[src/flit_buffer_config.svh]
`ifndef FLIT_BUFFER_CONFIG_SVH
`define FLIT_BUFFER_CONFIG_SVH

// number of virtual channels sharing one input port
`define FB_VC_NUM 4

// flit slots per virtual channel
// must be a power of two and at least 2, so the pointers wrap on their own
`define FB_VC_DEPTH 4

// payload bits of one flit, head and tail bits come on top
`define FB_PAYLOAD_W 32

`endif

[src/flit_buffer_pkg.sv]
`default_nettype none

`include "flit_buffer_config.svh"

package flit_buffer_pkg;

    // binary VC number, kept at least one bit wide for a single VC
    localparam int VC_IDX_W = (`FB_VC_NUM > 1) ? $clog2(`FB_VC_NUM) : 1;

    localparam int SLOT_PTR_W = $clog2(`FB_VC_DEPTH);   // slot within one VC
    localparam int FLIT_W = `FB_PAYLOAD_W + 2;           // head + tail + payload

    // one bit per VC
    typedef logic [`FB_VC_NUM-1:0] vc_onehot_t;

    typedef logic [VC_IDX_W-1:0] vc_index_t;

    typedef logic [SLOT_PTR_W-1:0] slot_ptr_t;

    // one bit wider so a full VC (value B) fits
    typedef logic [SLOT_PTR_W:0] depth_t;

    // VC index in the upper bits, slot pointer in the lower bits
    typedef logic [VC_IDX_W+SLOT_PTR_W-1:0] ram_addr_t;

    // head at the top, tail below it, then payload
    typedef logic [FLIT_W-1:0] flit_t;

endpackage

`default_nettype wire

[src/flit_buffer.sv]
`timescale 1ns/1ps
`default_nettype none

`include "flit_buffer_config.svh"

module flit_buffer (
    input  wire                          clk,
    input  wire                          reset,
    input  wire flit_buffer_pkg::flit_t  din,
    input  wire                          wr_en,
    input  wire                          rd_en,
    input  wire flit_buffer_pkg::vc_onehot_t vc_num_wr,
    input  wire flit_buffer_pkg::vc_onehot_t vc_num_rd,
    input  wire flit_buffer_pkg::vc_onehot_t ssa_rd,      // SSA pops, used when rd_en is low
    output wire flit_buffer_pkg::flit_t  dout,
    output wire flit_buffer_pkg::vc_onehot_t vc_not_empty
);

    import flit_buffer_pkg::*;

    // per-VC strobes
    wire vc_onehot_t wr_vc;
    wire vc_onehot_t rd_vc;

    // binary VC numbers for the RAM
    wire vc_index_t wr_index;
    wire vc_index_t rd_index;

    // one pointer slice per VC
    wire slot_ptr_t [`FB_VC_NUM-1:0] wr_ptr_all;
    wire slot_ptr_t [`FB_VC_NUM-1:0] rd_ptr_all;

    vc_request_decode decode_i (
        .wr_en     (wr_en),
        .rd_en     (rd_en),
        .vc_num_wr (vc_num_wr),
        .vc_num_rd (vc_num_rd),
        .ssa_rd    (ssa_rd),
        .wr_vc     (wr_vc),
        .rd_vc     (rd_vc),
        .wr_index  (wr_index),
        .rd_index  (rd_index)
    );

    // one queue controller per VC
    for (genvar i = 0; i < `FB_VC_NUM; i++) begin : vc_gen
        vc_queue_ctrl ctrl_i (
            .clk       (clk),
            .reset     (reset),
            .wr        (wr_vc[i]),
            .rd        (rd_vc[i]),
            .wr_ptr    (wr_ptr_all[i]),
            .rd_ptr    (rd_ptr_all[i]),
            .not_empty (vc_not_empty[i])
        );
    end

    // shared storage for all VCs
    flit_ram ram_i (
        .clk        (clk),
        .reset      (reset),
        .wr_en      (wr_en),
        .rd_en      (rd_en),
        .wr_index   (wr_index),
        .rd_index   (rd_index),
        .wr_ptr_all (wr_ptr_all),
        .rd_ptr_all (rd_ptr_all),
        .din        (din),
        .dout       (dout)
    );

endmodule

`default_nettype wire

[src/flit_ram.sv]
`timescale 1ns/1ps
`default_nettype none

`include "flit_buffer_config.svh"

module flit_ram (
    input  wire                         clk,
    input  wire                         reset,
    input  wire                         wr_en,
    input  wire                         rd_en,
    input  wire flit_buffer_pkg::vc_index_t wr_index,
    input  wire flit_buffer_pkg::vc_index_t rd_index,
    input  wire flit_buffer_pkg::slot_ptr_t [`FB_VC_NUM-1:0] wr_ptr_all,
    input  wire flit_buffer_pkg::slot_ptr_t [`FB_VC_NUM-1:0] rd_ptr_all,
    input  wire flit_buffer_pkg::flit_t din,
    output flit_buffer_pkg::flit_t      dout
);

    import flit_buffer_pkg::*;

    // one block of slots per VC
    localparam int RAM_WORDS = 2 ** $bits(ram_addr_t);

    slot_ptr_t wr_slot;
    slot_ptr_t rd_slot;
    ram_addr_t wr_addr;
    ram_addr_t rd_addr;

    flit_t mem [RAM_WORDS];

    // pointer of the addressed VC
    assign wr_slot = wr_ptr_all[wr_index];
    assign rd_slot = rd_ptr_all[rd_index];   // value before the rd_en edge

    assign wr_addr = {wr_index, wr_slot};
    assign rd_addr = {rd_index, rd_slot};

    always_ff @(posedge clk) begin
        if (wr_en) begin
            mem[wr_addr] <= din;
        end
    end

    // registered read
    // a full VC read and written together sees the old word, i.e. the oldest flit
    always_ff @(posedge clk or posedge reset) begin
        if (reset) begin
            dout <= '0;
        end else if (rd_en) begin
            dout <= mem[rd_addr];   // holds until the next read
        end
    end

    // the address comes from the decoder and the queue pointers together
    wr_addr_known_a: assert property (
        @(posedge clk) disable iff (reset)
        wr_en |-> !$isunknown(wr_addr)
    ) else $error("unknown write address %h with wr_en high", wr_addr);

endmodule

`default_nettype wire

[src/vc_queue_ctrl.sv]
`timescale 1ns/1ps
`default_nettype none

`include "flit_buffer_config.svh"

module vc_queue_ctrl (
    input  wire                        clk,
    input  wire                        reset,
    input  wire                        wr,          // push into this VC
    input  wire                        rd,          // pop by a real read or an SSA
    output flit_buffer_pkg::slot_ptr_t wr_ptr,
    output flit_buffer_pkg::slot_ptr_t rd_ptr,
    output logic                       not_empty
);

    import flit_buffer_pkg::*;

    localparam depth_t DEPTH_FULL = depth_t'(`FB_VC_DEPTH);

    depth_t depth;   // flits currently held by this VC

    // pointers wrap by themselves since the depth is a power of two
    always_ff @(posedge clk or posedge reset) begin
        if (reset) begin
            wr_ptr <= '0;
            rd_ptr <= '0;
        end else begin
            if (wr) begin
                wr_ptr <= wr_ptr + 1'b1;
            end
            if (rd) begin
                rd_ptr <= rd_ptr + 1'b1;
            end
        end
    end

    // a push and a pop together leave the occupancy unchanged
    always_ff @(posedge clk or posedge reset) begin
        if (reset) begin
            depth <= '0;
        end else if (wr && !rd) begin
            depth <= depth + 1'b1;
        end else if (rd && !wr) begin
            depth <= depth - 1'b1;
        end
    end

    assign not_empty = (depth != '0);

    // no back-pressure exists, so the requester has to respect the occupancy
    no_overflow_a: assert property (
        @(posedge clk) disable iff (reset)
        (wr && !rd) |-> (depth != DEPTH_FULL)
    ) else $error("write to a full VC without a read");

    no_underflow_a: assert property (
        @(posedge clk) disable iff (reset)
        (rd && !wr) |-> (depth != '0)
    ) else $error("pop from an empty VC without a write");

    // pointer distance equals the occupancy modulo the VC depth
    ptr_distance_a: assert property (
        @(posedge clk) disable iff (reset)
        (depth <= DEPTH_FULL) && (slot_ptr_t'(wr_ptr - rd_ptr) == slot_ptr_t'(depth))
    ) else $error("pointers %0d/%0d do not match occupancy %0d", wr_ptr, rd_ptr, depth);

endmodule

`default_nettype wire

[src/vc_request_decode.sv]
`timescale 1ns/1ps
`default_nettype none

`include "flit_buffer_config.svh"

module vc_request_decode (
    input  wire                         wr_en,
    input  wire                         rd_en,
    input  wire flit_buffer_pkg::vc_onehot_t vc_num_wr,
    input  wire flit_buffer_pkg::vc_onehot_t vc_num_rd,
    input  wire flit_buffer_pkg::vc_onehot_t ssa_rd,
    output flit_buffer_pkg::vc_onehot_t wr_vc,
    output flit_buffer_pkg::vc_onehot_t rd_vc,
    output flit_buffer_pkg::vc_index_t  wr_index,
    output flit_buffer_pkg::vc_index_t  rd_index
);

    import flit_buffer_pkg::*;

    // ORs the positions of all set bits
    // exact only for a one-hot input, an unknown select bit gives an unknown index
    function automatic vc_index_t onehot_to_index(input vc_onehot_t sel);
        vc_index_t idx;
        idx = '0;
        for (int i = 0; i < `FB_VC_NUM; i++) begin
            idx = idx | ({VC_IDX_W{sel[i]}} & vc_index_t'(i));
        end
        return idx;
    endfunction

    // write strobe per VC
    assign wr_vc = wr_en ? vc_num_wr : '0;

    // a real read wins, otherwise the SSA pops go through
    assign rd_vc = rd_en ? vc_num_rd : ssa_rd;

    // binary VC numbers for the RAM address
    assign wr_index = onehot_to_index(wr_vc);
    assign rd_index = onehot_to_index(rd_vc);   // only used by the RAM when rd_en is high

    // select contract with the switch allocator upstream
    // a zero or multi-bit select would corrupt more than one queue
    always_comb begin
        if (wr_en === 1'b1) begin
            wr_sel_onehot_a: assert final ($onehot(vc_num_wr))
                else $error("vc_num_wr not one-hot while wr_en is high: %b", vc_num_wr);
        end
        if (rd_en === 1'b1) begin
            rd_sel_onehot_a: assert final ($onehot(vc_num_rd))
                else $error("vc_num_rd not one-hot while rd_en is high: %b", vc_num_rd);
        end
    end

endmodule

`default_nettype wire

[config.mk]
export PLATFORM = sky130hd
export DESIGN_NAME = flit_buffer
export DESIGN_NICKNAME = d
export VERILOG_FILES = /design/src/flit_buffer_pkg.sv /design/src/flit_buffer.sv /design/src/flit_ram.sv /design/src/vc_queue_ctrl.sv /design/src/vc_request_decode.sv
export VERILOG_INCLUDE_DIRS = /design/src /design/src/src
export SDC_FILE = /design/constraint.sdc
export NUM_CORES = 1
export LEC_CHECK = 0
export BUFFER_PORTS_ARGS = -buffer_cell sky130_fd_sc_hd__buf_2
export CORE_MARGIN = 3
export CORE_UTILIZATION = 52
export CTS_CLUSTER_SIZE = 25
export DETAILED_ROUTE_END_ITERATION = 10
export PLACE_DENSITY = 0.71
export REMOVE_ABC_BUFFERS = 1
export SYNTH_ARGS = -nofsm -noshare
export SYNTH_HDL_FRONTEND = slang
export SYNTH_SLANG_ARGS = --single-unit
[constraint.sdc]
create_clock -name clk -period 2.8 [get_ports clk]
set_input_delay 0.14 -clock clk [delete_from_list [all_inputs] [get_ports clk]]
set_output_delay 0.14 -clock clk [all_outputs]
set_load 0.01 [all_outputs]
## After elaboration in Yosys (flattened, before gate mapping)

Memory sizes are Yosys's and may differ from the RTL's. A register that Yosys moved wholly into a read port is not among the register bits.
Cells that the tools add are included.
W data, S select, Z words.

- Memories: 1
- Register bits after elaboration: 28
- Output and inout port bits: 38
- Memory bits (writable): 544
- Input bits: 50
- Logic and storage cells: 75

Memory list:

| name | depth | width | read ports | clocked after memory_dff | write ports | RTL line | text |
|---|---|---|---|---|---|---|---|
| ram_i.mem | 16 | 34 | 1 | 1 | 1 | flit_ram.sv:29 | `flit_t mem [RAM_WORDS];` |

- Bitwise logic cells: 4
- Mux-type cells: 16
- Reductions and logical operators: 24
- Add/subtract/negate cells: 16
- $lt $le $gt $ge: 2

Operators with widths:

| cell | number |
|---|---|
| $mux W3 | 8 |
| $add A2 B1 Y2 const B | 8 |
| $add A3 B1 Y3 const B | 4 |
| $reduce_bool A3 Y1 | 4 |
| $sub A3 B1 Y3 const B | 4 |
| $bmux W2 S2 | 2 |
| $logic_and A1 B1 Y1 | 8 |
| $logic_not A1 Y1 | 8 |
| $mux W4 | 2 |
| $reduce_bool A2 Y1 | 4 |
| $lt A2 B3 Y1 const B | 2 |
| $mux W2 | 2 |
| $or A1 B2 Y2 | 2 |
| $or A2 B2 Y2 | 2 |
| $mux W1 | 2 |

## Longest topological paths before layout

- Word-level depth: 5
- Gate-level depth with buffers: 11
- Gate-level depth less buffers: 8

## By module

From an unflattened synthesis, not the netlist that was laid out.

- Cell total of the unflattened synthesis: 1376
- Area, all modules: 23206.0 µm²

By module, submodules not included:

| module | area an instance (µm²) | cells an instance | times used | seq. area each (µm²) |
|---|---|---|---|---|
| flit_ram | 21830.9 | 1263 | 1 | 17186.5 |
| vc_queue_ctrl | 309.0 | 24 | 4 | 175.2 |
| vc_request_decode | 138.9 | 17 | 1 | 0.0 |

## Worst setup path after synthesis

Ideal clock, no wire load.

- Path kind: input to register
- Start: in vc_num_wr[1]
- End: mem ram_i.mem[2][0] in the netlist's numbering, enable pin
- Cell stages on the path: 6
- Setup slack: -0.117 ns
- Setup time: 0.425 ns
- Arrival time: 2.492 ns
- Path through: nand2_1 > inv_1 > a21oi_1 > o22a_1 > nand2_1 > nor2_1

- Word-level cells in the longest chain between the ends: 5

RTL lines:

| item | RTL line | text |
|---|---|---|
| start, declared | flit_buffer.sv:12 | `input wire flit_buffer_pkg::vc_onehot_t vc_num_wr,` |
| $mux W4 (*) | vc_request_decode.sv:32 | `assign wr_vc = wr_en ? vc_num_wr : '0;` |
| net vc_gen[1].ctrl_i.wr | vc_queue_ctrl.sv:9 | `input wire wr,` |
| $or A1 B2 Y2 (*) | vc_request_decode.sv:26 | `idx = idx \| ({VC_IDX_W{sel[i]}} & vc_index_t'(i));` |
| $or A2 B2 Y2 (*) | vc_request_decode.sv:26 |  |
| $bmux W2 S2 | flit_ram.sv:32 | `assign wr_slot = wr_ptr_all[wr_index];` |
| $mux W2 (not written as such) | flit_ram.sv:32 |  |
| end, declared | flit_ram.sv:29 |  |

Mark *: on every way through the listed nets, which the timed path passes. The rest lies on a longest branch. The select of a mux whose other input is x is not followed.

## Worst setup path in the final report

- Start: in ssa_rd[3]
- End: reg ram_i.dout[29] (read register of ram_i.mem)

- Word-level cells in the longest chain between the ends: 4

RTL lines:

| item | RTL line | text |
|---|---|---|
| start, declared | flit_buffer.sv:14 | `input wire flit_buffer_pkg::vc_onehot_t ssa_rd,` |
| $mux W4 (*) | vc_request_decode.sv:35 | `assign rd_vc = rd_en ? vc_num_rd : ssa_rd;` |
| $or A2 B2 Y2 (*) | vc_request_decode.sv:26 |  |
| $bmux W2 S2 | flit_ram.sv:33 | `assign rd_slot = rd_ptr_all[rd_index];` |
| $mux W2 (not written as such) | flit_ram.sv:33 |  |
| end, declared | flit_ram.sv:16 | `output flit_buffer_pkg::flit_t dout` |

Mark *: on every way between the ends. The rest lies on a longest branch, timed or not. The select of a mux whose other input is x is not followed.
A chain may end at the register's enable or synchronous reset.

==> results.cfg <==
[global_routing]
grt_pass1_vias = 15031
grt_max_degree = 166
grt_usage = 0.2463
antenna_found_initial = 2
grt_pass1_wl_um = 89390
grt_remaining_overflow = 0

[setup_path]
startpoint_type = primary input
end_kind = flop
arrival_ps = 3140
critical_path_class = in2reg
cp_max_fo = 165
crit_required_ps = 3280
startpoint = ssa_rd[3]
rr_startpoint = vc_gen[1].ctrl_i.rd_ptr[1]$_DFFE_PP0P_

[placement]
placed_area_um2 = 25340
io_buffer_count = 87
dp_cells = 2365
place_congestion = 0.7723
hpwlAfterDp_um = 29600

[die]
die_h_um = 219.8
dieArea_um2 = 48290
io_pins = 88
core-area_um2 = 44700
die_width_um = 219.8
num_rows = 77
initial_core_util = 0.5315

[yosys]
synth_seq_cells = 606
ys_seq_area_frac = 0.7529
syn_area_per_cell_um2 = 13.62
synth_top_area_frac = 0.6876
synthesis.area_um2 = 23760
netlist_instances = 1744
synthDistinctLibCells = 46
synth_top_area_cell = edfxtp_1
synth-edff-count = 544
yosys_most_used_dff = edfxtp_1
synthArstFlopShare = 0.1023
synth_warnings = 0
synthTopCellsByArea = edfxtp_1 (69%), dfrtp_1 (6.5%), nand3_1 (6.5%)

[sta]
worstMarginPinSlew_ps = 835.1
rsz0062_at_grt = false
fmax_mhz = 375.6
period_needed_ps = 2663
finalHoldViolations = 0
setup_viol = 0
slew_viol_final = 0
finalClockSkew_ps = 15.08
slew_headroom = 0.4433
fin_crit_sh = 0.9510

[cts]
postCtsSetupRepairBufs = 0
cts_tree = built
clkLatencyLatePin_ps = 620
htreeDepth = 2
clkTransAtPathRegs_ps = 70
cts_inserted_buffers = 58
clock-sinks = 606
cts_buffer_depth = 3
cts_resized = 0
cts_root_buf = clkbuf_16
cts.hold.buffers_added = 52

[min_path]
hp-class = in2async

[route]
first_pass_iters = 5
vias_per_cell = 6.095
wl_um = 59130
vias = 15408
wl_per_cell_um = 23.39
drc_errors = 0
drt-initial-drc-count = 1942
antenna_left = 0

[layout]
area_growth_pct = 16.83
drive_above_1_share = 0.1364
fillers = 3260
multi_input_comb_area_um2 = 5454
final_cells = 2528
ff_latch_area_um2 = 17890
layout.nets = 1943
fin_area_um2 = 27760

[power]
p_switching_mw = 7.516
power.density_nw_per_um2 = 887.7
p_total_mw = 24.64
vdd_drop_max_mv = 0.6971
power_leakage_nw = 9.620
seq_power_share = 0.456
combPwrFrac = 0.232
power_switching_share = 0.3050
clkPwrFrac = 0.312
p_int_mw = 17.12

[job]
max_cap_violations = 0

[outcome]
status = complete, no violations
==> cell usage after synthesis (all sizes together), types with 4 or more instances <==
cell     number
edfxtp      544
nand2       353
nand3       309
a21oi        71
buf          66
dfrtp        62
clkbuf       49
a22oi        35
nand2b       35
nand4        35
a31oi        34
o2111ai      34
nor2         27
xnor2        16
inv          12
xor2         11
or3           6
mux2          5
fa            4
ha            4
mux2i         4
==> final timing paths <==
check / to / slack (ps) / cells after the start
setup reg to reg: ram_i.dout[19]$_DFFE_PP0P_ / 350 / 8
setup / recovery: ram_i.dout[29]$_DFFE_PP0P_ / 140 / 10
max in group asynchronous: ram_i.dout[6]$_DFFE_PP0P_ / 1910 / 4
hold / removal: vc_gen[3].ctrl_i.depth[2]$_DFFE_PP0P_ / 80 / 3
min in group clk: vc_gen[3].ctrl_i.rd_ptr[1]$_DFFE_PP0P_ / 90 / 4
hold reg to reg: vc_gen[0].ctrl_i.depth[2]$_DFFE_PP0P_ / 460 / 1
==> per-layer routing <==
metal	GRT usage	part of all wire	vias up
li1	-	-	6772
met1	0.3476	0.40	7643
met2	0.3858	0.47	850
met3	0.04523	0.10	141
met4	0.09466	0.032	2
met5	0	0.00012	-
==> final cells by class <==
type | instances | area share
clock buffers | 84 | 0.06063
inverters | 12 | 0.001668
multi-input cells | 1011 | 0.1965
well taps | 592 | 0.02669
flip-flops and latches | 606 | 0.6444
repair buffers | 196 | 0.06248
clock inverters | 26 | 0.007528
diodes | 1 | 0.00009016
==> power by group through the flow <==
| stage | combinational, mW | sequential [mW] | clock, mW |
|---|---|---|---|
| 6_report | 5.71 | 11.2 | 7.69 |
| 5_1_grt | 6.23 | 11.3 | 8.14 |
| 4_1_cts | 5.70 | 11.2 | 7.77 |
| 3_5_place_dp | 5.60 | 11.4 | 0 |
| 3_3_place_gp | 5.44 | 11.4 | 0 |
| 2_1_floorplan | 3.02 | 11.3 | 0 |
==> registers in the layout, summed over array words and instances, names as in the netlist <==
signal,cells
vc_gen.ctrl_i.rd_ptr,8
vc_gen.ctrl_i.wr_ptr,8
ram_i.mem,544
vc_gen.ctrl_i.depth,12
ram_i.dout,34
==> cell families after synthesis <==
family | count (synthesis) | synth area share
AND/OR/NAND/NOR | 774 | 0.1479
XOR/XNOR | 27 | 0.009953
multiplexers | 9 | 0.004055
adder cells (fa/ha/maj) | 8 | 0.005477
flip-flops | 606 | 0.7529
AO/OA/AOI/OAI | 193 | 0.05435
buffers and inverters | 127 | 0.02538
==> metrics by stage <==
stage               hold slack, ps  setup slack, ps  TNS [ps]  utilization
floorplan                    238.9           -13900   -525180            -
global placement             184.4            150.0         0       0.5669
detailed placement           189.8            73.87         0       0.5669
CTS                          61.30            300.7         0       0.6209
global route                 131.8            116.6         0       0.6209
finish                       84.29            137.3         0       0.6209
==> critical path: stages <==
cell           delay [ps]
dlygate4sd3_1         530
buf_2                 150
or3_1                 450
and3_1                260
o32a_2                430
buf_12                260
nand3_1               260
nand4_1               100
o2111ai_1             230
nand3_1               130
==> cell usage in the layout, fill, tap and decap left out, types with 2 or more instances in the layout <==
master           n
nand3_1        308
clkinv_2        10
inv_1           11
nor2_4          18
mux2_2           5
a31oi_1         34
clkbuf_1        16
edfxtp_1       544
and3_1           2
nand2_1        352
a21boi_0         2
xnor2_1         16
o21ai_0          3
bufinv_16        3
clkbuf_8         7
buf_12          28
dlygate4sd3_1   52
clkinvlp_4       3
clkinv_1         9
buf_2           87
fa_1             4
or3_1            6
and2_1           3
nand2b_1        35
dfrtp_1         62
nor2_1           9
xor2_1          11
clkbuf_16       61
o2111ai_1       34
a22oi_1         35
buf_4           29
a21oi_1         71
mux2i_1          4
ha_1             4
nand4_1         35
No activity file was read; power rests on OpenSTA's default activity.
